<file path="src/hw/dma_ctrl_pkg.sv">
// Channel count is tied to the 2-bit channel index; transfer type code 3 is illegal and acts as verify
`default_nettype none

package dma_ctrl_pkg;

    localparam int NUM_CHANNELS = 4;

    typedef logic [$clog2(NUM_CHANNELS)-1:0] chan_idx_t;
    typedef logic [NUM_CHANNELS-1:0]         chan_mask_t;

    // Mode register bits 3:2
    typedef enum logic [1:0] {
        XFER_VERIFY = 2'd0,
        XFER_WRITE  = 2'd1,
        XFER_READ   = 2'd2
    } xfer_type_e;

    // Mode register bits 7:6
    typedef enum logic [1:0] {
        MODE_DEMAND  = 2'd0,
        MODE_SINGLE  = 2'd1,
        MODE_BLOCK   = 2'd2,
        MODE_CASCADE = 2'd3
    } xfer_mode_e;

    typedef enum logic [2:0] {
        ST_IDLE,
        ST_HOLD_WAIT,
        ST_ADDRESS,
        ST_SETUP,
        ST_TRANSFER,
        ST_WAIT,
        ST_COMPLETE
    } dma_state_e;

    typedef struct packed {
        logic rotate_priority;
        logic dack_active_high;
    } cmd_cfg_t;

    typedef struct packed {
        xfer_type_e xfer_type;
        logic       autoinit;
        logic       decrement;
        xfer_mode_e mode;
    } mode_cfg_t;

    typedef struct packed {
        logic mem_read;
        logic mem_write;
        logic io_read;
        logic io_write;
    } bus_cmd_t;

    // Flags look one edge ahead so the strobes can register on entry
    typedef struct packed {
        dma_state_e state;
        logic       entering_setup;
        logic       entering_idle;
    } cycle_ctrl_t;

endpackage

`default_nettype wire
</file>
<file path="src/hw/dma_cycle_fsm.sv">
// Cascade mode runs as a single transfer, and the count underflow and high-address update come from outside
`default_nettype none

module dma_cycle_fsm
    import dma_ctrl_pkg::*;
#(
    parameter int CHANNELS = NUM_CHANNELS
) (
    input  logic        clock,
    input  logic        reset,
    input  logic        master_clear_i,
    input  chan_mask_t  grant_i,
    input  mode_cfg_t   mode_cfg_i [CHANNELS],
    input  chan_mask_t  dreq_i,
    input  logic        hold_ack_i,
    input  logic        ready_i,
    input  logic        eop_i,
    input  logic        underflow_i,
    input  logic        update_high_i,
    input  logic        read_status_i,
    output cycle_ctrl_t cycle_o,
    output chan_mask_t  ack_chan_o,
    output mode_cfg_t   sel_mode_o,
    output chan_idx_t   last_served_o,
    output chan_mask_t  reg_select_o,
    output logic        next_word_o,
    output logic        init_current_o,
    output logic        eop_o,
    output chan_mask_t  tc_status_o
);

    dma_state_e state;
    dma_state_e next_state;
    chan_idx_t  sel_idx;
    logic       tc_flag;
    logic       ext_flag;
    logic       high_update;
    logic       one_word;
    logic       demand_done;

    // One-hot acknowledge to channel number
    always_comb begin
        sel_idx = '0;
        for (int c = 0; c < CHANNELS; c++) begin
            if (ack_chan_o[c]) begin
                sel_idx = chan_idx_t'(c);
            end
        end
    end

    assign sel_mode_o  = mode_cfg_i[sel_idx];
    assign one_word    = (sel_mode_o.mode == MODE_SINGLE) || (sel_mode_o.mode == MODE_CASCADE);
    assign demand_done = (sel_mode_o.mode == MODE_DEMAND) && ((ack_chan_o & dreq_i) == '0);

    // ========================================================================
    // Next state
    // ========================================================================
    always_comb begin
        next_state = state;
        unique case (state)
            ST_IDLE: begin
                if (grant_i != '0) begin
                    next_state = ST_HOLD_WAIT;
                end
            end
            ST_HOLD_WAIT: begin
                if (hold_ack_i) begin
                    next_state = ST_ADDRESS;
                end
            end
            ST_ADDRESS:  next_state = ST_SETUP;
            ST_SETUP:    next_state = ST_TRANSFER;
            ST_TRANSFER: next_state = ST_WAIT;
            ST_WAIT: begin
                if (ready_i) begin
                    next_state = ST_COMPLETE;
                end
            end
            ST_COMPLETE: begin
                if (one_word || eop_o || demand_done) begin
                    next_state = ST_IDLE;
                end else if (high_update) begin
                    next_state = ST_ADDRESS;
                end else begin
                    next_state = ST_SETUP;
                end
            end
            default: next_state = ST_IDLE;
        endcase
    end

    always_ff @(posedge clock or posedge reset) begin
        if (reset) begin
            state         <= ST_IDLE;
            ack_chan_o    <= '0;
            last_served_o <= chan_idx_t'(CHANNELS - 1);
        end else if (master_clear_i) begin
            state         <= ST_IDLE;
            ack_chan_o    <= '0;
            last_served_o <= chan_idx_t'(CHANNELS - 1);
        end else begin
            state <= next_state;
            if (state == ST_IDLE) begin
                ack_chan_o <= grant_i;
            end
            // Rotation point moves on hold acknowledge
            if ((state == ST_HOLD_WAIT) && hold_ack_i) begin
                last_served_o <= sel_idx;
            end
        end
    end

    // ========================================================================
    // End of process and status
    // ========================================================================
    assign next_word_o = (next_state == ST_COMPLETE);

    always_ff @(posedge clock or posedge reset) begin
        if (reset) begin
            tc_flag     <= 1'b0;
            ext_flag    <= 1'b0;
            high_update <= 1'b0;
        end else if (master_clear_i) begin
            tc_flag     <= 1'b0;
            ext_flag    <= 1'b0;
            high_update <= 1'b0;
        end else begin
            if (state == ST_COMPLETE) begin
                tc_flag <= 1'b0;
            end else if (next_word_o) begin
                tc_flag <= underflow_i;
            end
            if (state == ST_IDLE) begin
                ext_flag <= 1'b0;
            end else if ((next_state == ST_SETUP) && eop_i) begin
                ext_flag <= 1'b1;
            end
            if (next_word_o) begin
                high_update <= update_high_i;
            end
        end
    end

    assign eop_o          = (state == ST_COMPLETE) && (tc_flag || ext_flag);
    assign init_current_o = eop_o && sel_mode_o.autoinit;
    assign reg_select_o   = (state != ST_IDLE) ? ack_chan_o : '0;

    // A status read and a new terminal count on the same edge keep the new bit
    always_ff @(posedge clock or posedge reset) begin
        if (reset) begin
            tc_status_o <= '0;
        end else if (master_clear_i) begin
            tc_status_o <= '0;
        end else begin
            tc_status_o <= (read_status_i ? '0 : tc_status_o) | (eop_o ? ack_chan_o : '0);
        end
    end

    assign cycle_o = '{
        state:          state,
        entering_setup: (next_state == ST_SETUP),
        entering_idle:  (next_state == ST_IDLE)
    };

endmodule

`default_nettype wire

</file>
<file path="config.mk">
export PLATFORM = sky130hd
export DESIGN_NAME = dma_cycle_fsm
export DESIGN_NICKNAME = d
export VERILOG_FILES = /design/src/hw/dma_ctrl_pkg.sv /design/src/hw/dma_cycle_fsm.sv
export SDC_FILE = /design/constraint.sdc
export NUM_CORES = 1
export LEC_CHECK = 0
export ABC_AREA = 0
export CAP_MARGIN = 20
export CORE_ASPECT_RATIO = 1.5
export CORE_UTILIZATION = 35
export CTS_CLUSTER_DIAMETER = 200
export DETAILED_ROUTE_END_ITERATION = 6
export DONT_BUFFER_PORTS = 1
export SLEW_MARGIN = 10
export SYNTH_ARGS = -nofsm -noshare
export SYNTH_HDL_FRONTEND = slang
export SYNTH_SLANG_ARGS = --single-unit
</file>
<file path="constraint.sdc">
create_clock -name clock -period 2.7 [get_ports clock]
set_input_delay 0.675 -clock clock [delete_from_list [all_inputs] [get_ports clock]]
set_output_delay 0.675 -clock clock [all_outputs]
set_load 0.02 [all_outputs]
</file>
==> flow_summary.ini <==
[yosys]
syn_area_per_cell_um2 = 8.33
synth_xor_xnor_area_share_pct = 0
ys_ff_latch = 16
synth.area.mux_share_pct = 12.2
synth-adder-area-share_pct = 0
synth_commonest_cells = 22 x nor2_1, 16 x a21oi_1, 14 x dfrtp_1
async_flop_share_pct = 100
yosysTopAreaCell = dfrtp_1
synth.area.top_cells = dfrtp_1 33%, nor2_1 7.7%, a21oi_1 7.5%, mux2i_1 6.6%, dfstp_2 4.9%
synth_nets = 169
syn_area_um2 = 1070
yosys.area_share.simple_pct = 26.4
synth_seq_area_share_pct = 37.8
synth_edf_count = 0
synth_top_family_by_area = simple AND/OR/NAND/NOR gates
synth_compound_area_share_pct = 19.0
yosysMostFrequentCell = nor2_1
netlist.area_leader.share_pct = 32.9
synth.yosys.warnings = 0
syn_inst = 128
synthFlopType = dfrtp_1
ys_types = 32

[sta]
hold_viol = 0
drv_slew = 0
setup_tns_ns = 0
finalCriticalPeriod_ns = 2.62
timing.hold.ws_ns = 0.376
final.setup_skew_ns = 0.00454
worst_pin_slew_ns = 0.582
max_slew_margin_pct = 61.0
timing.final.ws_setup_ns = 0.0838
setup_viol = 0
period_share_pct = 96.9
fmax_mhz = 382

[global_routing]
grt_antenna_before_repair = 0
grt_pass1_vias = 948
grt_pass1_wl_um = 4340
grt_max_degree = 19
grt_util_all_layers_pct = 17.8
globalRouteOverflowTotal = 0

[detailed_routing]
drt_iter0_markers = 21
wl_um = 2810
vias = 964
drc = 0
wire_per_inst_um = 16.2
postRouteAntennaNets = 0
vias_per_cell = 5.54
drtPass1Iterations = 4

[cts]
clk_path_buf_depth = 2
worstSkewPairLatency_ns = 0.25
hold_buffers = 0
cts_tree = built
cts_setup_buffers = 0
cts_max_level = 1
clkTransAtPathRegs_ns = 0.06
cts_sinks = 16
cts_root_buffer = clkbuf_8
numCtsBuffers = 3

[worst_hold_path]
hold_class = input pin to asynchronous set/reset pin

[floorplanning]
row_count = 24
floorplan.initialDensity_pct = 36.6
die_y_um = 69.6
ios = 69
die_w_um = 47.1
die_area_um2 = 3270
core-area_um2 = 2910

[placed_design]
io_buffers = 0
pre_cts_ws_ns = 0.143
dpl.cell_count = 170
finalWeightedCongestion = 0.746
hpwl_um = 2200
place_area_um2 = 1160

[power]
power_mw = 0.662
vdd_drop_max_uv = 331
p_leak_nw = 0.546
power_density_nw_per_um2 = 541

[cells_and_area]
final_cells = 174
areaGrowthSynthToFinish_pct = 14.9
diodes = 0
drive_gt1_share_pct = 18.5
utilization_pct = 42.1
stdcell_area_um2 = 1220
fin_nets = 177

[worst_setup_path]
startpoint = ack_chan_o[1]
crit_type = register to output pin
cp.required_ns = 2.03
worstPathArrival_ns = 1.94
regToRegStartpoint = state[0]
crit_fanout = 5
endpoint_kind = output pin
critPathLaunchType = register
worst_r2r_path_depth = 5

[job]
drv_cap = 0

[status]
status = finished, final reports clean
## power breakdown
part / switching, mW / internal (mW) / total [mW]
clock: 0.0783 / 0.129 / 0.207
sequential: 0.0225 / 0.254 / 0.276
combinational: 0.110 / 0.0685 / 0.178
## sequential cells by signal (all words and copies together), names as in the netlist
name / cells
state: 3
tc_flag: 1
high_update: 1
ext_flag: 1
tc_status_o: 4
last_served_o: 2
ack_chan_o: 4
## kinds of logic after synthesis
logic type             count (synthesis)
flip-flops                            16
AO/OA/AOI/OAI                         33
multiplexers                          12
AND/OR/NAND/NOR                       56
buffers and inverters                 11
## final timing paths
kind,endpoint,slack (ns)
max in group asynchronous,ack_chan_o[1],1.91
worst max-delay path,cycle_o[0],0.08
min in group clock,state[1],0.49
worst min register to register,tc_flag,0.55
worst min-delay path,ext_flag,0.38
worst max register to register,ack_chan_o[1],0.99
## layout by cell type (no fill, tap or decap)
master / synthesis / layout
nor2_1: 22 / 22
a21oi_1: 16 / 16
dfrtp_1: 14 / 13
buf_4: 0 / 11
nand2_1: 9 / 9
nor2b_1: 8 / 8
mux2i_1: 7 / 7
o21ai_0: 6 / 6
mux2_2: 4 / 4
nand2b_1: 4 / 4
clkbuf_8: 0 / 4
inv_1: 3 / 3
nand3b_1: 2 / 2
a211o_1: 2 / 2
and3b_1: 2 / 2
a22oi_1: 2 / 2
and2_1: 2 / 2
o22ai_1: 2 / 2
nand3_1: 2 / 2
dfstp_2: 2 / 2
nor3_2: 1 / 1
mux2_4: 1 / 1
a221o_1: 1 / 1
o211ai_1: 1 / 1
o211ai_4: 0 / 1
nor4_1: 1 / 1
o31ai_1: 1 / 1
nor3_1: 1 / 1
o211a_1: 1 / 1
or2b_1: 1 / 1
or3_1: 1 / 1
dfrtp_2: 0 / 1
## cell type report
type,count,area [µm²]
Multi-Input combinational cell,101,623
Fill cell,314,1690
Clock buffer,4,55.1
Timing Repair Buffer,11,82.6
Tap cell,39,48.8
Sequential cell,16,404
Inverter,3,11.3
## worst max-delay path, stage by stage (launching register included)
cell	delay [ns]
dfrtp_2	0.45
mux2_4	0.30
a221o_1	0.37
o211ai_4	0.27
o211a_1	0.29
## per-layer routing
layer / share of wire [%] / track usage [%] / wire, µm
met5: 0 / 0 / 0
met3: 6.0 / 3.39 / 168
met2: 53 / 30.1 / 1490
met4: 0.36 / 4.76 / 10
met1: 41 / 22.1 / 1140
## what timing repair did
action | CTS | global route
gates resized for setup | 0 | 2
endpoints found under the setup margin | 0 | 1
hold endpoints to repair | 0 | 0
(Power assumes the default switching activity.)
