$ cat src/hw/dma_ctrl_pkg.sv
// Channel count is tied to the 2-bit channel index; transfer type code 3 is illegal and acts as verify
`default_nettype none

package dma_ctrl_pkg;

    localparam int NUM_CHANNELS = 4;

    typedef logic [$clog2(NUM_CHANNELS)-1:0] chan_idx_t;
    typedef logic [NUM_CHANNELS-1:0]         chan_mask_t;

    // Mode register bits 3:2
    typedef enum logic [1:0] {
        XFER_VERIFY = 2'd0,
        XFER_WRITE  = 2'd1,
        XFER_READ   = 2'd2
    } xfer_type_e;

    // Mode register bits 7:6
    typedef enum logic [1:0] {
        MODE_DEMAND  = 2'd0,
        MODE_SINGLE  = 2'd1,
        MODE_BLOCK   = 2'd2,
        MODE_CASCADE = 2'd3
    } xfer_mode_e;

    typedef enum logic [2:0] {
        ST_IDLE,
        ST_HOLD_WAIT,
        ST_ADDRESS,
        ST_SETUP,
        ST_TRANSFER,
        ST_WAIT,
        ST_COMPLETE
    } dma_state_e;

    typedef struct packed {
        logic rotate_priority;
        logic dack_active_high;
    } cmd_cfg_t;

    typedef struct packed {
        xfer_type_e xfer_type;
        logic       autoinit;
        logic       decrement;
        xfer_mode_e mode;
    } mode_cfg_t;

    typedef struct packed {
        logic mem_read;
        logic mem_write;
        logic io_read;
        logic io_write;
    } bus_cmd_t;

    // Flags look one edge ahead so the strobes can register on entry
    typedef struct packed {
        dma_state_e state;
        logic       entering_setup;
        logic       entering_idle;
    } cycle_ctrl_t;

endpackage

`default_nettype wire
$ cat src/hw/dma_bus_strobes.sv
// All strobes are active high and registered from the FSM state; only the DACK polarity is applied after the flop
`default_nettype none

module dma_bus_strobes
    import dma_ctrl_pkg::*;
(
    input  logic        clock,
    input  logic        reset,
    input  logic        master_clear_i,
    input  cycle_ctrl_t cycle_i,
    input  mode_cfg_t   sel_mode_i,
    input  chan_mask_t  ack_chan_i,
    input  logic        dack_active_high_i,
    output logic        hrq_o,
    output logic        aen_o,
    output logic        adstb_o,
    output chan_mask_t  dack_o,
    output bus_cmd_t    bus_cmd_o
);

    chan_mask_t dack_q;

    // ========================================================================
    // Bus ownership
    // ========================================================================
    always_ff @(posedge clock or posedge reset) begin
        if (reset) begin
            hrq_o   <= 1'b0;
            aen_o   <= 1'b0;
            adstb_o <= 1'b0;
            dack_q  <= '0;
        end else if (master_clear_i) begin
            hrq_o   <= 1'b0;
            aen_o   <= 1'b0;
            adstb_o <= 1'b0;
            dack_q  <= '0;
        end else begin
            // Rises with the grant edge, drops on the return to idle
            hrq_o   <= !cycle_i.entering_idle;
            adstb_o <= (cycle_i.state == ST_ADDRESS);
            if (cycle_i.entering_idle) begin
                aen_o <= 1'b0;
            end else if (cycle_i.state == ST_ADDRESS) begin
                aen_o <= 1'b1;
            end
            if (cycle_i.entering_idle) begin
                dack_q <= '0;
            end else if (cycle_i.entering_setup) begin
                dack_q <= ack_chan_i;
            end
        end
    end

    assign dack_o = dack_active_high_i ? dack_q : ~dack_q;

    // ========================================================================
    // Memory and I/O commands
    // ========================================================================
    // Source side opens after setup, destination side one cycle later
    always_ff @(posedge clock or posedge reset) begin
        if (reset) begin
            bus_cmd_o <= '0;
        end else if (master_clear_i) begin
            bus_cmd_o <= '0;
        end else begin
            case (cycle_i.state)
                ST_SETUP: begin
                    if (sel_mode_i.xfer_type == XFER_WRITE) begin
                        bus_cmd_o.io_read <= 1'b1;
                    end else if (sel_mode_i.xfer_type == XFER_READ) begin
                        bus_cmd_o.mem_read <= 1'b1;
                    end
                end
                ST_TRANSFER: begin
                    if (sel_mode_i.xfer_type == XFER_WRITE) begin
                        bus_cmd_o.mem_write <= 1'b1;
                    end else if (sel_mode_i.xfer_type == XFER_READ) begin
                        bus_cmd_o.io_write <= 1'b1;
                    end
                end
                ST_COMPLETE: bus_cmd_o <= '0;
                default: ;
            endcase
        end
    end

endmodule

`default_nettype wire

$ cat config.mk
export PLATFORM = sky130hd
export DESIGN_NAME = dma_bus_strobes
export DESIGN_NICKNAME = d
export VERILOG_FILES = /design/src/hw/dma_ctrl_pkg.sv /design/src/hw/dma_bus_strobes.sv
export SDC_FILE = /design/constraint.sdc
export NUM_CORES = 1
export LEC_CHECK = 0
export BUFFER_PORTS_ARGS = -buffer_cell sky130_fd_sc_hd__clkbuf_2
export CORE_AREA = 2 2 39 41
export CTS_CLUSTER_DIAMETER = 100
export DETAILED_ROUTE_END_ITERATION = 8
export DIE_AREA = 0 0 41 43
export MAX_ROUTING_LAYER = met4
export PLACE_DENSITY = 0.72
export SLEW_MARGIN = 10
export SYNTH_ARGS = -nofsm -noshare
export SYNTH_HDL_FRONTEND = slang
export SYNTH_SLANG_ARGS = --single-unit
$ cat constraint.sdc
create_clock -name clock -period 1 [get_ports clock]
set_input_delay 0.1 -clock clock [delete_from_list [all_inputs] [get_ports clock]]
set_output_delay 0.1 -clock clock [all_outputs]
set_load 0.02 [all_outputs]
==> flow_metrics.tcl, run 1 <==
set metrics [dict create \
    status "complete, but fails checks" \
    violations "setup timing" \
    final_area_um2 678 \
    r2r.worst_path.cells 3 \
    place_ws_ns 0.177 \
    final_nets 92 \
    p_comb_share_pct 17.6 \
    arrival_ns 0.96 \
    synth_cell_types 14 \
    synth-seq-cells 11 \
    syn_avg_cell_area_um2 11.3 \
    die_area_mm2 0.00176 \
    timing.final.crit_share_pct 106 \
    post_dp_cell_area_um2 623 \
    power_uw 924 \
    vias_per_cell 4.72 \
    synth_edf_count 0 \
    post_drt_wl_per_cell_um 10.8 \
    fin_util_pct 49.0 \
    cp-end-kind "output port" \
    cp_data_required_time_ns 0.90 \
    setup_violations 4 \
    drive_gt1_share_pct 44.4 \
    rsz0062_at_grt "true" \
    core_mm2 0.00138 \
    period_minus_slack_ns 1.06 \
    cpPeakStageDelay_ns 0.39 \
    clockRootBuffer "clkbuf_4" \
    crit_path_start "dack_q[0]" \
    clk_pin_slew_worst_paths_ns 0.07 \
    final-hold-violation-count 0 \
    p_switching_uw 243 \
    cts_htree_levels 1 \
    slew_violations 0 \
    gp_congestion 0.840 \
    ant_nets 0 \
    netlist_area_um2 488 \
    ys_warn_count 0 \
    cellLeakagePower_nw 0.367 \
    yosysMostFrequentCell "dfrtp_1" \
    cts_buffers 3 \
    endpoint "dack_o[0]" \
    p_seq_share_pct 50.2 \
    ys_seq_area_share_pct 56.4 \
    clkSinkCount 11 \
    dp_hpwl_um 766 \
    initial_core_util_pct 35.3 \
    drt-total-wl_um 952 \
    yosys-top-cells-count "11 x dfrtp_1, 5 x nor2_1" \
    crit_slowest_cell "dfrtp_1" \
    synthArstFlopShare_pct 100 \
    pin_count 30 \
    cts_tree "built" \
    yosys.area.top_type_share_pct 56.4 \
    synth_top_area_cell "dfrtp_1" \
    insertedDiodeCount 0 \
    internal_power_uw 680 \
    yosys-top-cells-area "dfrtp_1 56%, mux2i_1 8.2%, xnor2_1 7.2%" \
    netlist_instances 43 \
    rr_endpoint "dack_q[1]" \
    synth_fp_nets 62 \
    first_pass_iters 4 \
    row_count 14 \
    synthFlopType "dfrtp_1" \
    clockBufferDepth 2 \
    drc 0 \
    fmax_ghz 0.947 \
    switching_share_pct 26.3 \
    antenna_found_initial 0 \
    ir_drop_mv 0.715 \
    clock_skew_ns 0 \
    ff2ff_setup_slack_ns 0.17 \
    grt_first_pass_wirelength_um 1460 \
    clkLatencyLatePin_ns 0.26 \
    area_growth_pct 39.0 \
    worst_slack_ns -0.0556 \
    grt_pass1_vias 394 \
    crit_type "reg -> out" \
    power_frac_clock_pct 32.3 \
    grt_max_degree 12 \
    worst_pin_slew_ns 0.410 \
    r2r-start "dack_q[1]" \
    cp_max_fo 2 \
    portBuffers 25 \
    cap_violations 0 \
    grt_usage_pct 12.2 \
    dr_total_vias 415 \
    fp.dieH_um 43 \
    start_kind "flop" \
    hold_path_class "in -> reg" \
    drt_iter0_drc 3 \
    power.density_mw_per_mm2 1360 \
    overflow 0 \
    maxSlewHeadroom_pct 72.7 \
    path_cells "xnor2_1, buf_4" \
    die_x_um 41 \
]
==> metal layers <==
metal	part of all wire, %	global-route usage, %	vias up
met1	40	14.0	194
met2	51	19.7	20
met5	0	-	-
met3	8.3	3.14	0
li1	-	-	201
met4	0	4.00	0
==> layout make-up <==
cell class              count  area (um2)
clock buffers               3        22.5
clock inverters             1        5.00
fillers                   140         706
inverters                   1        3.75
multi-input cells          29         199
flip-flops and latches     11         275
well taps                  16        20.0
repair buffers             27         153
==> through the flow <==
stage	hold slack (ns)	instances	TNS [ns]
CTS	0.0600	88	-0.332
finish	0.0667	88	-0.176
global route	0.0704	88	-0.460
detailed placement	0.0948	82	0
global placement	0.0825	82	0
floorplan	-0.0476	43	0
==> worst min path at each step <==
stage	from	to	slack, ns	cells past startpoint
2_1_floorplan	reset	adstb_o	-0.05	1
3_3_place_gp	reset	dack_q[3]	0.08	2
3_5_place_dp	reset	bus_cmd_o[3]	0.09	2
4_1_cts	cycle_i[0]	dack_q[2]	0.06	2
5_1_grt	cycle_i[0]	dack_q[1]	0.07	2
6_report	cycle_i[0]	dack_q[3]	0.07	2
==> layout by cell type (no fill, tap or decap) <==
| cell type | netlist | final |
|---|---|---|
| a21o_1 | 1 | 1 |
| a21oi_1 | 4 | 4 |
| and3b_2 | 1 | 1 |
| buf_4 | 0 | 5 |
| clkbuf_2 | 2 | 21 |
| clkbuf_4 | 0 | 3 |
| clkinv_2 | 0 | 1 |
| dfrtp_1 | 11 | 11 |
| dlygate4sd3_1 | 0 | 1 |
| inv_1 | 1 | 1 |
| mux2i_1 | 4 | 4 |
| nor2_1 | 5 | 5 |
| nor2b_1 | 3 | 3 |
| nor2b_4 | 1 | 1 |
| nor3_1 | 4 | 4 |
| nor3b_1 | 1 | 1 |
| o21a_1 | 1 | 1 |
| xnor2_1 | 4 | 4 |
==> power by group through the flow <==
stage	Sequential (mW)	Combinational, mW	Clock, mW
floorplan	0.482	0.0795	0
global placement	0.472	0.148	0
detailed placement	0.473	0.152	0
CTS	0.464	0.163	0.314
global route	0.465	0.181	0.324
finish	0.463	0.162	0.298
==> worst max-delay path: cells and delay by family (launching register included) <==
kind                   cells  cell delay (ns)
XOR/XNOR                   1             0.14
buffers and inverters      1             0.16
flip-flops                 1             0.39
==> state kept, by name, indices dropped and copies added (netlist names) <==
name and flops:
adstb_o 1, aen_o 1, bus_cmd_o 4, dack_q 4, hrq_o 1
==> cell families (layout without fill, tap and decap cells) <==
| logic type | Yosys count | after routing | share of synthesized area (%) |
|---|---|---|---|
| AO/OA/AOI/OAI | 6 | 6 | 7.18 |
| flip-flops | 11 | 11 | 56.4 |
| buffers and inverters | 3 | 32 | 2.82 |
| multiplexers | 4 | 4 | 8.21 |
| AND/OR/NAND/NOR | 15 | 15 | 18.2 |
| XOR/XNOR | 4 | 4 | 7.18 |
==> timing repair <==
item,in CTS,in global routing
pin swaps,3,0
gates resized for setup,4,4
setup endpoints to repair,4,4
setup buffers,1,0
hold buffers,1,0
endpoints found under the hold margin,11,0
No activity file was read; power rests on OpenSTA's default activity.
==> inputs of run 2 (changes only) <==
SKIP_CTS_REPAIR_TIMING = 1   (was unset)
==> run 2 against run 1 <==
Net effect: the flow still finishes with violations (setup timing); hold slack about the same; setup slack about the same; clock skew unchanged; sequential share of layout area down 0.44 points; clock-buffer cell count unchanged; fmax about the same; sequential power about the same.
==> flow_metrics.tcl, run 2 (synthesis gave the netlist of run 1 again) <==
set metrics [dict create \
    status "complete, but fails checks" \
    violations "setup timing" \
    hold_path_class "in -> reg" \
    dr_wl_met3_um 79 \
    final_area_um2 686 \
    maxSlewHeadroom_pct 72.7 \
    worst_slack_ns -0.0557 \
    arrival_ns 0.96 \
    grt_usage_pct 11.8 \
    grt_max_degree 12 \
    grt_pass1_vias 385 \
    holdWs_ns 0.0667 \
    cp_max_fo 2 \
    cts_htree_levels 1 \
    dp_hpwl_um 766 \
    cp-end-kind "output port" \
    ff2ff_setup_slack_ns 0.17 \
    dr_total_vias 419 \
    rr_endpoint "dack_q[1]" \
    gp_congestion 0.840 \
    drive_gt1_share_pct 45.2 \
    period_minus_slack_ns 1.06 \
    crit_type "reg -> out" \
    overflow 0 \
    wl_met1_um 384 \
    initial_core_util_pct 35.3 \
    place_ws_ns 0.177 \
    timing.final.crit_share_pct 106 \
    layout_commonest_cell "clkbuf_2" \
    clockBufferDepth 2 \
    die_x_um 41 \
    cellLeakagePower_nw 0.373 \
    worst_pin_slew_ns 0.410 \
    hold-path-endpoint "dack_q[3]" \
    drt_iter0_drc 3 \
    die_area_mm2 0.00176 \
    hp-start "cycle_i[0]" \
    cts_buffers 3 \
    clkLatencyLatePin_ns 0.26 \
    core_mm2 0.00138 \
    drc 0 \
    clockRootBuffer "clkbuf_4" \
    top_layer "met3" \
    met2_length_um 495 \
    power_uw 925 \
    power.density_mw_per_mm2 1350 \
    r2r.worst_path.cells 3 \
    portBuffers 25 \
    fp.dieH_um 43 \
    post_drt_wl_per_cell_um 10.8 \
    final-hold-violation-count 0 \
    pin_count 30 \
    r2r-start "dack_q[1]" \
    ir_drop_mv 0.715 \
    cap_violations 0 \
    clk_pin_slew_worst_paths_ns 0.07 \
    insertedDiodeCount 0 \
    cp_data_required_time_ns 0.90 \
    antenna_found_initial 0 \
    clock_skew_ns 0 \
    mostFrequentLayoutCells "21 x clkbuf_2, 11 x dfrtp_1, 6 x buf_4" \
    cts_tree "built" \
    grt_first_pass_wirelength_um 1420 \
    first_pass_iters 4 \
    slew_violations 0 \
    post_dp_cell_area_um2 623 \
    top_regs "bus_cmd_o x4, dack_q x4" \
    clkSinkCount 11 \
    rsz0062_at_grt "true" \
    area_growth_pct 40.5 \
    final_nets 93 \
    ant_nets 0 \
    vias_per_cell 4.71 \
    whs_path_depth 2 \
    final.fill_count 142 \
    drt-total-wl_um 959 \
    fmax_ghz 0.947 \
    row_count 14 \
    start_kind "flop" \
    setup_violations 4 \
]
==> run 2: changes by cell type in the layout (fill, tap and decap cells not counted) <==
cell / delta
buf_4: +1
==> run 2: power by group <==
part           switching (mW)  internal [mW]
Combinational          0.0872         0.0768
Sequential            0.00622          0.457
Clock                   0.150          0.148
==> run 2: worst max-delay path: stages (launching register included) <==
cell and delay, ns:
dfrtp_1 0.39, xnor2_1 0.14, buf_4 0.16
==> run 2: routing by layer <==
layer  vias to the layer above  GRT usage (%)
met3                         0           3.14
met4                         0           4.00
met5                         -              -
met2                        20           19.1
met1                       196           13.7
li1                        203              -
==> run 2: worst max-delay path by stage <==
stage	from	end	slack, ns	depth (start not counted)
floorplan	dack_q[0]	dack_o[0]	0.14	1
global placement	dack_q[0]	dack_o[0]	0.21	2
detailed placement	dack_q[0]	dack_o[0]	0.18	2
CTS	dack_q[0]	dack_o[0]	-0.12	2
global route	dack_q[0]	dack_o[0]	-0.13	2
finish	dack_q[0]	dack_o[0]	-0.06	2
==> run 2: final cells by class <==
cell class	count	area (um2)	area share, %
flip-flops and latches	11	275	40.1
multi-input cells	29	199	29.0
repair buffers	28	160	23.4
clock buffers	3	22.5	3.28
well taps	16	20.0	2.92
clock inverters	1	5.00	0.730
inverters	1	3.75	0.547
==> run 2: metrics by stage <==
step / setup TNS (ns) / std cells / utilization [%]
finish: -0.178 / 89 / 49.5
global route: -0.453 / 89 / 49.5
CTS: -0.398 / 86 / 47.0
detailed placement: 0 / 82 / 45.0
global placement: 0 / 82 / 45.0
floorplan: 0 / 43 / -
==> inputs of run 3 (changes only) <==
CTS_CLUSTER_SIZE = 25   (was unset)
REMOVE_ABC_BUFFERS = 1   (was unset)
==> run 3 against run 2 <==
Net effect: the run still ends with setup timing left; global-route usage grew 0.38 points; clock skew stayed put; sequential power about the same; design area decreased by 2.4%; clock power is 3% lower; fmax rose by 1.4%.
==> flow_metrics.tcl, run 3 (synthesis gave the netlist of run 1 again) <==
set metrics [dict create \
    pin_count 30 \
    portBuffers 25 \
    path_cells "xnor2_1, buf_4" \
    place_ws_ns 0.186 \
    grt_pass1_vias 348 \
    period_minus_slack_ns 1.04 \
    rr_endpoint "dack_q[2]" \
    core_mm2 0.00138 \
    final_area_um2 669 \
    clkLatencyLatePin_ns 0.26 \
    hp-start "cycle_i[0]" \
    final-hold-violation-count 0 \
    fin_util_pct 48.4 \
    die_area_mm2 0.00176 \
    antenna_found_initial 0 \
    insertedDiodeCount 0 \
    ir_drop_mv 0.633 \
    grt_max_degree 12 \
    arrival_ns 0.94 \
    power_uw 914 \
    first_pass_iters 4 \
    cap_violations 0 \
    status "complete, but fails checks" \
    die_x_um 41 \
    r2r.worst_path.cells 2 \
    setup_violations 4 \
    drc 0 \
    rsz0062_at_grt "true" \
    overflow 0 \
    drive_gt1_share_pct 42.3 \
    fp.dieH_um 43 \
    final_nets 91 \
    cp_max_fo 2 \
    maxSlewHeadroom_pct 72.5 \
    slew_violations 0 \
    mostFrequentLayoutCells "21 x clkbuf_2, 11 x dfrtp_1, 5 x nor2_1" \
    ant_nets 0 \
    top_regs "bus_cmd_o x4, dack_q x4" \
    ff2ff_setup_slack_ns 0.30 \
    clk_pin_slew_worst_paths_ns 0.07 \
    clkSinkCount 11 \
    gp_congestion 0.826 \
    fin_cells 87 \
    violations "setup timing" \
    final.fill_count 129 \
    cpPeakStageDelay_ns 0.39 \
    dr_total_vias 392 \
    area_growth_pct 37.2 \
    cts_htree_levels 1 \
    holdWs_ns 0.0722 \
    clockBufferDepth 2 \
    row_count 14 \
    vias_per_cell 4.51 \
    power.density_mw_per_mm2 1360 \
    crit_slowest_cell "dfrtp_1" \
    cellLeakagePower_nw 0.359 \
    initial_core_util_pct 35.3 \
    post_drt_wl_per_cell_um 10.8 \
    hold-path-endpoint "dack_q[2]" \
    fin_setup_tns_ns -0.144 \
    worst_pin_slew_ns 0.413 \
    grt_usage_pct 12.2 \
    clock_skew_ns 0 \
    r2r-start "dack_q[2]" \
    drt_iter0_drc 3 \
    fmax_ghz 0.961 \
    crit_type "reg -> out" \
    post_dp_cell_area_um2 623 \
    cts_tree "built" \
    dp_cells 82 \
    drt-total-wl_um 943 \
    clockRootBuffer "clkbuf_4" \
    crit_path_start "dack_q[0]" \
    layout_commonest_cell "clkbuf_2" \
    hold_path_class "in -> reg" \
    cp_data_required_time_ns 0.90 \
    cp-end-kind "output port" \
    path_buf_inv 1 \
    start_kind "flop" \
    timing.final.crit_share_pct 104 \
    grt_first_pass_wirelength_um 1390 \
    worst_slack_ns -0.0407 \
    cts_buffers 3 \
    whs_path_depth 2 \
    path_delay_family "flip-flops" \
]
## run 3: cell count changes in the layout (fill, tap and decap cells not counted), sizes merged
cell,change
buf,-2
clkbuf,+1
clkinv,-1
## run 3: how the worst max path moves through the flow
stage | end | cells after the start
after floorplan | dack_o[0] | 1
after global placement | dack_o[0] | 2
after detailed placement | dack_o[0] | 2
after global routing | dack_o[0] | 2
after CTS | dack_o[0] | 2
final | dack_o[0] | 2
## run 3: area by class of cell
class / instances / area [um2] / area share, %
sequential: 11 / 275 / 41.1
multi-input combinational: 29 / 199 / 29.7
timing repair buffer: 26 / 145 / 21.7
clock buffer: 4 / 26.3 / 3.93
tap: 16 / 20.0 / 2.99
inverter: 1 / 3.75 / 0.561
## run 3: routing by layer
| metal | track usage (%) | share of wire [%] |
|---|---|---|
| met1 | 15.9 | 47 |
| met4 | 8.00 | 1.1 |
| met5 | - | 0 |
| met2 | 16.3 | 44 |
| met3 | 3.14 | 8.2 |
## run 3: power breakdown
part           total, mW  leakage, nW  switching [mW]  internal [mW]
clock              0.289       0.0150           0.135          0.154
combinational      0.161        0.194          0.0868         0.0738
sequential         0.464        0.150         0.00633          0.458
