`config.mk`:
```
export PLATFORM = sky130hd
export DESIGN_NAME = dma_config_regs
export DESIGN_NICKNAME = d
export VERILOG_FILES = /design/src/hw/dma_ctrl_pkg.sv /design/src/hw/dma_config_regs.sv
export SDC_FILE = /design/constraint.sdc
export NUM_CORES = 1
export LEC_CHECK = 0
export BUFFER_PORTS_ARGS = -buffer_cell sky130_fd_sc_hd__buf_2
export CAP_MARGIN = 10
export CORE_MARGIN = 2
export CORE_UTILIZATION = 50
export CTS_CLUSTER_SIZE = 12
export DETAILED_ROUTE_END_ITERATION = 16
export PLACE_DENSITY = 0.8
export REMOVE_ABC_BUFFERS = 1
export SLEW_MARGIN = 10
export SYNTH_ARGS = -nofsm -noshare
export SYNTH_HDL_FRONTEND = slang
export SYNTH_SLANG_ARGS = --single-unit
```
`constraint.sdc`:
```
create_clock -name clock -period 2.46 [get_ports clock]
set_clock_uncertainty 0.1 [all_clocks]
set_input_delay 0.123 -clock clock [delete_from_list [all_inputs] [get_ports clock]]
set_output_delay 0.123 -clock clock [all_outputs]
set_load 0.03 [all_outputs]
```
`src/hw/dma_ctrl_pkg.sv`:
```
// Channel count is tied to the 2-bit channel index; transfer type code 3 is illegal and acts as verify
`default_nettype none

package dma_ctrl_pkg;

    localparam int NUM_CHANNELS = 4;

    typedef logic [$clog2(NUM_CHANNELS)-1:0] chan_idx_t;
    typedef logic [NUM_CHANNELS-1:0]         chan_mask_t;

    // Mode register bits 3:2
    typedef enum logic [1:0] {
        XFER_VERIFY = 2'd0,
        XFER_WRITE  = 2'd1,
        XFER_READ   = 2'd2
    } xfer_type_e;

    // Mode register bits 7:6
    typedef enum logic [1:0] {
        MODE_DEMAND  = 2'd0,
        MODE_SINGLE  = 2'd1,
        MODE_BLOCK   = 2'd2,
        MODE_CASCADE = 2'd3
    } xfer_mode_e;

    typedef enum logic [2:0] {
        ST_IDLE,
        ST_HOLD_WAIT,
        ST_ADDRESS,
        ST_SETUP,
        ST_TRANSFER,
        ST_WAIT,
        ST_COMPLETE
    } dma_state_e;

    typedef struct packed {
        logic rotate_priority;
        logic dack_active_high;
    } cmd_cfg_t;

    typedef struct packed {
        xfer_type_e xfer_type;
        logic       autoinit;
        logic       decrement;
        xfer_mode_e mode;
    } mode_cfg_t;

    typedef struct packed {
        logic mem_read;
        logic mem_write;
        logic io_read;
        logic io_write;
    } bus_cmd_t;

    // Flags look one edge ahead so the strobes can register on entry
    typedef struct packed {
        dma_state_e state;
        logic       entering_setup;
        logic       entering_idle;
    } cycle_ctrl_t;

endpackage

`default_nettype wire
```
`src/hw/dma_config_regs.sv`:
```
// Register writes are single-cycle strobes with no handshake; the mode write picks its channel from data bits 1:0
`default_nettype none

module dma_config_regs
    import dma_ctrl_pkg::*;
#(
    parameter int CHANNELS = NUM_CHANNELS
) (
    input  logic      clock,
    input  logic      reset,
    input  logic [7:0] reg_data_i,
    input  logic      write_cmd_i,
    input  logic      write_mode_i,
    input  logic      master_clear_i,
    output cmd_cfg_t  cmd_cfg_o,
    output mode_cfg_t mode_cfg_o [CHANNELS]
);

    // DACK defaults to active high
    localparam cmd_cfg_t CMD_RESET = '{rotate_priority: 1'b0, dack_active_high: 1'b1};

    localparam mode_cfg_t MODE_RESET = '{
        xfer_type: XFER_VERIFY,
        autoinit:  1'b0,
        decrement: 1'b0,
        mode:      MODE_DEMAND
    };

    // ========================================================================
    // Command register
    // ========================================================================
    always_ff @(posedge clock or posedge reset) begin
        if (reset) begin
            cmd_cfg_o <= CMD_RESET;
        end else if (master_clear_i) begin
            cmd_cfg_o <= CMD_RESET;
        end else if (write_cmd_i) begin
            cmd_cfg_o.rotate_priority  <= reg_data_i[4];
            cmd_cfg_o.dack_active_high <= reg_data_i[7];
        end
    end

    // ========================================================================
    // Mode registers, one per channel
    // ========================================================================
    for (genvar ch = 0; ch < CHANNELS; ch++) begin : g_mode
        always_ff @(posedge clock or posedge reset) begin
            if (reset) begin
                mode_cfg_o[ch] <= MODE_RESET;
            end else if (master_clear_i) begin
                mode_cfg_o[ch] <= MODE_RESET;
            end else if (write_mode_i && (reg_data_i[1:0] == chan_idx_t'(ch))) begin
                // Cascade code is kept as written
                mode_cfg_o[ch] <= '{
                    xfer_type: xfer_type_e'(reg_data_i[3:2]),
                    autoinit:  reg_data_i[4],
                    decrement: reg_data_i[5],
                    mode:      xfer_mode_e'(reg_data_i[7:6])
                };
            end
        end
    end

endmodule

`default_nettype wire

```
==> impl_metrics.py, run 1 <==
metrics = {
    "outcome": {
        "status": "finished clean",
    },
    "finish": {
        "fillers": 189,
        "area_delta_synth_final_pct": 24.97,
        "final_net_count": 151,
        "antenna_cells": 0,
        "drive_above_1_share_pct": 31.39,
    },
    "global_route": {
        "busiest_layer": "met2",
        "met3_usage_pct": 2.857,
        "grt_usage_pct": 19.38,
        "antenna_found_initial": 0,
        "grt_pass1_wl_um": 3795,
        "grt_overflow": 0,
        "grt_pass1_vias": 808,
        "use_met1_pct": 25.61,
        "grt_max_degree": 33,
        "met2_usage_pct": 32.50,
    },
    "clocking": {
        "clockBufferDepth": 2,
        "cts_tree": "done",
        "numCtsBuffers": 3,
        "clockRootBuffer": "clkbuf_4",
        "clk-insertion-delay-late_ns": 0.31,
        "cts.sinks": 26,
        "cts-htree-levels": 1,
        "cts_resized": 0,
        "clkTransAtPathRegs_ns": 0.13,
        "cts_hold_buffers": 5,
        "post_cts_buffers": 0,
    },
    "critical_path": {
        "arrival_ns": 1.63,
        "r2r_slack_ns": 0.98,
        "cp-start-kind": "register",
        "worst-r2r-cell-count": 3,
        "r2r-end": "cmd_cfg_o[0]",
        "critPathMaxFanout": 2,
        "worstPathRequired_ns": 2.61,
        "end_kind": "register",
        "path_class": "register to register",
        "rr_startpoint": "cmd_cfg_o[0]",
    },
    "floorplan": {
        "die_h_um": 52.32,
        "start_util_pct": 52.77,
        "core_area_mm2": 0.002212,
        "std_cell_rows": 17,
        "dieArea_mm2": 0.002737,
        "die_x_um": 52.32,
        "ios": 39,
    },
    "power": {
        "intPower_w": 0.0005812,
        "p_per_area_mw_per_mm2": 537.4,
        "power.leakage_nw": 0.8473,
        "swShare_pct": 25.87,
        "vdd_drop_max_v": 0.0004639,
        "comb_power_share_pct": 15.9,
        "pwr-share-seq_pct": 57.6,
        "power_switching_w": 0.0002028,
        "p_clk_share_pct": 26.5,
    },
    "timing": {
        "final_max_slew_viol_count": 0,
        "setup_violations": 0,
        "max_freq_ghz": 0.6742,
        "tightest_slew_ns": 0.9449,
        "final.period_utilization_pct": 60.30,
        "maxSlewHeadroom_pct": 36.93,
        "rsz0062_at_grt": "no",
        "whs_ns": 0.04257,
        "finalHoldViolCount": 0,
        "min_period_ns": 1.483,
        "fin_setup_tns_ns": 0,
    },
    "place": {
        "place.gp.congestion": 0.6490,
        "hpwlAfterDp_um": 1692,
        "io_buffer_count": 38,
    },
    "synthesis": {
        "synth_top_area_share_pct": 53.59,
        "synth_top_area_cell": "dfrtp_1",
        "synthMuxAreaShare_pct": 21.44,
        "synth_fa_ha_area_share_pct": 0,
        "synth-compound-area-share_pct": 0.7503,
        "synth.ff_latch_count": 26,
        "synthArstFlopShare_pct": 100.0,
        "syn_inst": 95,
        "syn_area_mm2": 0.001167,
        "synthTopCellsByCount": "nand2b_1 (30), dfrtp_1 (25), mux2i_1 (25)",
        "synth_ff_type": "dfrtp_1",
        "synthTopCellsByArea": "dfrtp_1 (54%), mux2i_1 (21%), nand2b_1 (16%)",
        "synth-xor-area-share_pct": 0,
        "synth_area_per_cell_um2": 12.29,
        "ys_seq_area_share_pct": 55.84,
        "synth-edff-count": 0,
        "yosysMostFrequentCell": "nand2b_1",
        "yosys_warnings": 0,
        "synth_cell_types": 14,
        "synthSimpleGateAreaFrac_pct": 19.94,
        "synth_top_family_by_area": "multiplexers",
    },
    "route": {
        "drt_iter0_drc": 17,
        "avgRoutedWirePerCell_um": 14.59,
        "final_antenna_net_count": 0,
        "first_pass_iters": 4,
        "wl_um": 2407,
        "avgViaCountPerCell": 4.945,
        "drc": 0,
        "vias": 816,
    },
    "min_path": {
        "hold_depth": 3,
        "min-delay-start": "reg_data_i[2]",
        "hp-class": "input port to register",
        "holdPathEnd": "mode_cfg_o[22]",
    },
    "flow_run": {
        "maxCapViolations": 0,
    },
}
worst max-delay path, stage by stage, from the launching register on:
cell and delay [ns]:
dfstp_2 0.39, nor2b_1 0.12, a211o_1 0.26, dlygate4sd3_1 0.56
logic make-up after synthesis:
kind of cell | Yosys count
AND/OR/NAND/NOR | 37
flip-flops | 26
buffers and inverters | 6
multiplexers | 25
AO/OA/AOI/OAI | 1
cell type report:
class | instances | area [um^2] | share of cell area (%)
flip-flops and latches | 26 | 651.9 | 44.68
multi-input cells | 63 | 491.7 | 33.70
repair buffers | 43 | 240.2 | 16.47
clock buffers | 4 | 36.28 | 2.487
well taps | 28 | 35.03 | 2.401
inverters | 1 | 3.754 | 0.2573
worst max path at each step:
stage	startpoint	end
final	cmd_cfg_o[0]	cmd_cfg_o[0]
after global routing	cmd_cfg_o[0]	cmd_cfg_o[0]
after CTS	cmd_cfg_o[0]	cmd_cfg_o[0]
after detailed placement	reg_data_i[1]	mode_cfg_o[19]
after global placement	reg_data_i[1]	mode_cfg_o[21]
after floorplan	reg_data_i[1]	mode_cfg_o[18]
sequential cells by signal (all words and copies together) (netlist names):
signal      count
mode_cfg_o     24
cmd_cfg_o       2
layout by cell type (no fill, tap or decap):
master,Yosys,routed
nand3_1,1,1
dlygate4sd3_1,0,5
clkbuf_8,0,1
a211o_1,1,1
clkbuf_4,0,3
nand2b_1,30,30
nor2_1,1,1
dfstp_2,1,1
nor2b_1,1,1
or3b_1,1,1
inv_1,1,1
nand3b_1,2,2
mux2i_1,25,25
buf_2,1,38
dfrtp_1,25,25
and3_1,1,1
per-stage QoR:
step                util [%]  instances  setup slack, ns  cell area [um^2]  total power (W)
floorplan                  -         90            1.448              1147        0.0005347
global placement       62.05        156            1.287              1373        0.0005741
detailed placement     62.05        156            1.235              1373        0.0005777
CTS                    65.95        165           0.9888              1459        0.0007905
global route           65.95        165           0.9392              1459        0.0008181
finish                 65.95        165           0.9767              1459        0.0007840
metal layers:
metal	vias to the layer above	routed length [um]
met5	-	0
met4	0	13
met3	2	109
met2	22	1214
met1	394	1070
li1	398	-
power by group through the flow:
stage / Sequential [W] / Combinational [W] / Clock (W)
6_report: 0.000451 / 0.000125 / 0.000208
5_1_grt: 0.000453 / 0.000135 / 0.000230
3_3_place_gp: 0.000459 / 0.000116 / 0
4_1_cts: 0.000451 / 0.000126 / 0.000213
3_5_place_dp: 0.000459 / 0.000119 / 0
2_1_floorplan: 0.000490 / 0.0000448 / 0
No activity file was read; power rests on OpenSTA's default activity.
==> run 2, diff against run 1 <==
--- a/config.mk
+++ b/config.mk
@@ -8,10 +8,10 @@
 export BUFFER_PORTS_ARGS = -buffer_cell sky130_fd_sc_hd__buf_2
 export CAP_MARGIN = 10
 export CORE_MARGIN = 2
-export CORE_UTILIZATION = 50
+export CORE_UTILIZATION = 44
 export CTS_CLUSTER_SIZE = 12
 export DETAILED_ROUTE_END_ITERATION = 16
-export PLACE_DENSITY = 0.8
+export PLACE_DENSITY = 0.75
 export REMOVE_ABC_BUFFERS = 1
 export SLEW_MARGIN = 10
 export SYNTH_ARGS = -nofsm -noshare
==> constraint.sdc (replaced) <==
create_clock -name clock -period 1.3 [get_ports clock]
set_clock_uncertainty 0.1 [all_clocks]
set_input_delay 0.065 -clock clock [delete_from_list [all_inputs] [get_ports clock]]
set_output_delay 0.065 -clock clock [all_outputs]
set_load 0.03 [all_outputs]
==> impl_metrics.py, run 2 (synthesis gave the netlist of run 1 again) <==
metrics = {
    "timing": {
        "max_freq_ghz": 0.8254,
        "finalHoldViolCount": 0,
        "fin_setup_tns_ns": 0,
        "min_period_ns": 1.212,
        "final_max_slew_viol_count": 0,
        "rsz0062_at_grt": "no",
        "tightest_slew_ns": 0.3960,
        "maxSlewHeadroom_pct": 73.60,
        "setup_violations": 0,
        "final.period_utilization_pct": 93.20,
    },
    "clocking": {
        "cts-htree-levels": 1,
        "post_cts_buffers": 0,
        "cts.sinks": 26,
        "clkTransAtPathRegs_ns": 0.13,
        "clk-insertion-delay-late_ns": 0.31,
        "numCtsBuffers": 3,
        "cts_tree": "done",
        "clockBufferDepth": 2,
        "clockRootBuffer": "clkbuf_4",
    },
    "critical_path": {
        "end_kind": "output port",
        "cp_top_family": "flip-flops",
        "cp-start-kind": "register",
        "max_stage_delay_ns": 0.55,
        "slowest_stage": "dfstp_2",
        "critPathMaxFanout": 2,
        "worstPathRequired_ns": 1.13,
        "path_class": "register to output port",
        "crit_chain": "buf_2",
        "path_buf_inv": 1,
        "arrival_ns": 1.05,
    },
    "finish": {
        "post-route-util_pct": 60.56,
        "reg.largest.list": "mode_cfg_o x24, cmd_cfg_o x2",
        "drive_above_1_share_pct": 31.25,
        "area_delta_synth_final_pct": 29.69,
        "seq_area_um2": 651.9,
        "antenna_cells": 0,
        "largest_reg_flops": 24,
        "final_net_count": 158,
        "fillers": 209,
        "layout_commonest_cell": "buf_2",
        "mostFrequentLayoutCells": "buf_2 (38), nand2b_1 (30), mux2i_1 (25), dfrtp_1 (25), dlygate4sd3_1 (9)",
        "multi_input_area_um2": 491.7,
        "top_register": "mode_cfg_o",
    },
    "floorplan": {
        "core_area_mm2": 0.002500,
        "start_util_pct": 46.70,
        "std_cell_rows": 18,
        "die_x_um": 55.51,
        "ios": 39,
        "dieArea_mm2": 0.003081,
        "die_h_um": 55.51,
    },
    "route": {
        "drt_iter0_drc": 9,
        "drc": 0,
        "first_pass_iters": 4,
        "avgViaCountPerCell": 4.862,
        "wl_um": 2455,
        "final_antenna_net_count": 0,
        "vias": 846,
        "avgRoutedWirePerCell_um": 14.11,
    },
    "power": {
        "p_per_area_mw_per_mm2": 954.2,
        "power_w": 0.001445,
        "p_clk_share_pct": 23.7,
        "power.leakage_nw": 0.8739,
        "swShare_pct": 26.67,
        "power_switching_w": 0.0003853,
        "vdd_drop_max_v": 0.0006274,
        "pwr-share-seq_pct": 59.1,
        "comb_power_share_pct": 17.3,
        "intPower_w": 0.001059,
    },
    "min_path": {
        "hp-class": "input port to register",
    },
    "global_route": {
        "grt_pass1_wl_um": 4008,
        "grt_overflow": 0,
        "antenna_found_initial": 0,
        "grt_usage_pct": 16.65,
        "grt_pass1_vias": 842,
        "grt_max_degree": 33,
    },
    "place": {
        "io_buffer_count": 38,
        "hpwlAfterDp_um": 1668,
        "place.gp.congestion": 0.7373,
    },
    "outcome": {
        "status": "finished clean",
    },
    "flow_run": {
        "maxCapViolations": 0,
    },
}
## run 2: per-stage QoR
step	cells	setup WS [ns]	hold slack [ns]	cell area (um^2)
2_1_floorplan	90	0.3024	0.004276	1147
3_3_place_gp	161	0.1699	0.02891	1398
3_5_place_dp	161	0.1333	0.03698	1398
4_1_cts	174	0.07597	0.01208	1514
5_1_grt	174	0.05422	0.02672	1514
6_report	174	0.08843	0.01727	1514
## run 2: metal layers
layer	track usage [%]	wire length, um	up-vias
met4	5.226	13	0
met2	26.53	1176	32
li1	-	-	410
met5	0	0	-
met3	3.044	169	2
met1	23.09	1096	402
## run 2: final timing paths
check / cells past startpoint / from / to / slack [ns]
setup / recovery: 1 / cmd_cfg_o[0] / cmd_cfg_o[0] / 0.09
hold reg to reg: 2 / mode_cfg_o[9] / mode_cfg_o[9] / 0.45
min in group asynchronous: 4 / reset / mode_cfg_o[18] / 0.23
setup reg to reg: 2 / cmd_cfg_o[0] / cmd_cfg_o[0] / 0.37
max in group asynchronous: 4 / reset / cmd_cfg_o[0] / 0.57
hold / removal: 3 / write_mode_i / mode_cfg_o[0] / 0.02
## run 2: cell type report
class	count	share of cell area [%]
tap	30	2.479
multi-input combinational	63	32.48
sequential	26	43.06
inverter	1	0.2479
timing repair buffer	50	20.00
clock buffer	4	1.736
## run 2: worst register-to-register path: stages (launching register included)
cell     delay [ns]
dfstp_2        0.55
nor2b_1        0.13
a211o_1        0.11
## run 2: what timing repair did
action	4_1_cts	5_1_grt
hold endpoints to repair	42	0
resized for setup	0	0
hold buffers	9	0
## run 2: power by group through the flow
stage	registers [W]	logic, W	clock network [W]
4_1_cts	0.000854	0.000252	0.000358
2_1_floorplan	0.000927	0.0000849	0
3_5_place_dp	0.000868	0.000231	0
5_1_grt	0.000858	0.000269	0.000381
6_report	0.000853	0.000249	0.000342
3_3_place_gp	0.000868	0.000225	0
==> run 3, diff against run 2 <==
==> constraint.sdc (replaced) <==
create_clock -name clock -period 1.1 [get_ports clock]
set_clock_uncertainty 0.1 [all_clocks]
set_input_delay 0.055 -clock clock [delete_from_list [all_inputs] [get_ports clock]]
set_output_delay 0.055 -clock clock [all_outputs]
set_load 0.03 [all_outputs]
==> impl_metrics.py, run 3 (synthesis gave the netlist of run 1 again) <==
metrics = {
    "timing": {
        "tightest_slew_ns": 0.4039,
        "fin_setup_tns_ns": -0.05517,
        "min_period_ns": 1.155,
        "fin_ws_ns": -0.05517,
        "maxSlewHeadroom_pct": 73.07,
        "final_max_slew_viol_count": 0,
        "setup_violations": 1,
        "max_freq_ghz": 0.8657,
        "final.period_utilization_pct": 105.0,
        "whs_ns": 0.05330,
        "finalHoldViolCount": 0,
        "rsz0062_at_grt": "yes",
    },
    "power": {
        "p_clk_share_pct": 23.9,
        "p_per_area_mw_per_mm2": 1089,
        "power_w": 0.001752,
        "power.leakage_nw": 0.9061,
        "comb_power_share_pct": 18.3,
        "intPower_w": 0.001277,
        "pwr-share-seq_pct": 57.8,
        "swShare_pct": 27.11,
        "power_switching_w": 0.0004748,
        "vdd_drop_max_v": 0.0007116,
    },
    "critical_path": {
        "slowest_stage": "dfstp_2",
        "rr_startpoint": "cmd_cfg_o[0]",
        "end_kind": "output port",
        "path_class": "register to output port",
        "cp-start-kind": "register",
        "path_buf_inv": 1,
        "arrival_ns": 1.00,
        "r2r_slack_ns": 0.16,
        "crit_chain": "buf_6",
        "critPathMaxFanout": 2,
        "r2r-end": "cmd_cfg_o[0]",
        "cp_top_family": "flip-flops",
        "worstPathRequired_ns": 0.94,
        "max_stage_delay_ns": 0.56,
        "worst-r2r-cell-count": 2,
    },
    "floorplan": {
        "die_h_um": 55.51,
        "die_x_um": 55.51,
        "start_util_pct": 46.70,
        "std_cell_rows": 18,
        "ios": 39,
        "dieArea_mm2": 0.003081,
        "core_area_mm2": 0.002500,
    },
    "finish": {
        "post-route-util_pct": 64.36,
        "final_net_count": 162,
        "top_register": "mode_cfg_o",
        "mostFrequentLayoutCells": "nand2b_1 (30), buf_2 (27), mux2i_1 (25), dfrtp_1 (25)",
        "area_delta_synth_final_pct": 37.83,
        "drive_above_1_share_pct": 32.43,
        "instances_no_fill": 178,
        "antenna_cells": 0,
        "largest_reg_flops": 24,
        "layout_commonest_cell": "nand2b_1",
        "reg.largest.list": "mode_cfg_o x24, cmd_cfg_o x2",
        "fillers": 209,
    },
    "min_path": {
        "min-delay-start": "master_clear_i",
        "hold_depth": 2,
        "hp-class": "input port to register",
        "holdPathEnd": "cmd_cfg_o[1]",
    },
    "place": {
        "io_buffer_count": 38,
        "dp.cells": 162,
        "hpwlAfterDp_um": 1693,
        "place.gp.congestion": 0.7786,
    },
    "global_route": {
        "grt_pass1_wl_um": 4133,
        "grt_pass1_vias": 906,
        "grt_max_degree": 33,
        "grt_overflow": 0,
        "grt_usage_pct": 17.07,
        "antenna_found_initial": 0,
    },
    "clocking": {
        "numCtsBuffers": 3,
        "cts-htree-levels": 1,
        "clkTransAtPathRegs_ns": 0.13,
        "clockBufferDepth": 2,
        "clockRootBuffer": "clkbuf_4",
        "cts_tree": "done",
        "clk-insertion-delay-late_ns": 0.31,
        "cts.sinks": 26,
    },
    "route": {
        "vias": 886,
        "first_pass_iters": 4,
        "wl_um": 2484,
        "drc": 0,
        "avgRoutedWirePerCell_um": 13.96,
        "drt_iter0_drc": 25,
        "final_antenna_net_count": 0,
        "avgViaCountPerCell": 4.978,
    },
    "outcome": {
        "violations": "negative setup slack",
        "status": "finished, violations left",
    },
    "flow_run": {
        "maxCapViolations": 0,
    },
}
[run 3: layout make-up]
type                    count  area [um^2]  area share [%]
multi-input cells          63        491.7           30.56
well taps                  30        37.54           2.333
clock buffers               4        26.28           1.633
repair buffers             54        397.9           24.73
inverters                   1        3.754          0.2333
flip-flops and latches     26        651.9           40.51
[run 3: what timing repair did]
item | 4_1_cts | 5_1_grt
setup endpoints to repair | 1 | 13
setup buffers | 0 | 2
hold endpoints to repair | 51 | 0
gates resized for setup | 2 | 25
hold buffers | 10 | 0
[run 3: power groups by stage]
stage | combinational, W | sequential, W | clock (W)
finish | 0.000321 | 0.00101 | 0.000419
global route | 0.000347 | 0.00102 | 0.000466
CTS | 0.000311 | 0.00101 | 0.000429
detailed placement | 0.000281 | 0.00103 | 0
global placement | 0.000273 | 0.00103 | 0
floorplan | 0.000100 | 0.00110 | 0
[run 3: worst max path at each step]
| stage | start | end | slack, ns | cells past startpoint |
|---|---|---|---|---|
| after floorplan | cmd_cfg_o[0] | cmd_cfg_o[0] | 0.10 | 2 |
| after global placement | reg_data_i[1] | mode_cfg_o[21] | -0.005 | 3 |
| after detailed placement | reg_data_i[1] | mode_cfg_o[23] | -0.03 | 3 |
| after CTS | cmd_cfg_o[0] | cmd_cfg_o[0] | -0.06 | 1 |
| after global routing | cmd_cfg_o[0] | cmd_cfg_o[0] | -0.08 | 1 |
| final | cmd_cfg_o[0] | cmd_cfg_o[0] | -0.06 | 1 |
[run 3: layer usage]
| layer | global-route usage, % | routed length, um | vias to the layer above |
|---|---|---|---|
| li1 | - | - | 420 |
| met1 | 24.12 | 1151 | 427 |
| met2 | 27.38 | 1191 | 37 |
| met3 | 2.342 | 126 | 2 |
| met4 | 5.226 | 14 | 0 |
| met5 | 0 | 0 | - |
[run 3: through the flow]
stage	setup WS (ns)	instance area, um^2
after floorplan	0.1024	1147
after global placement	-0.005197	1418
after detailed placement	-0.03320	1418
after CTS	-0.06066	1550
after global routing	-0.08028	1609
final	-0.05517	1609
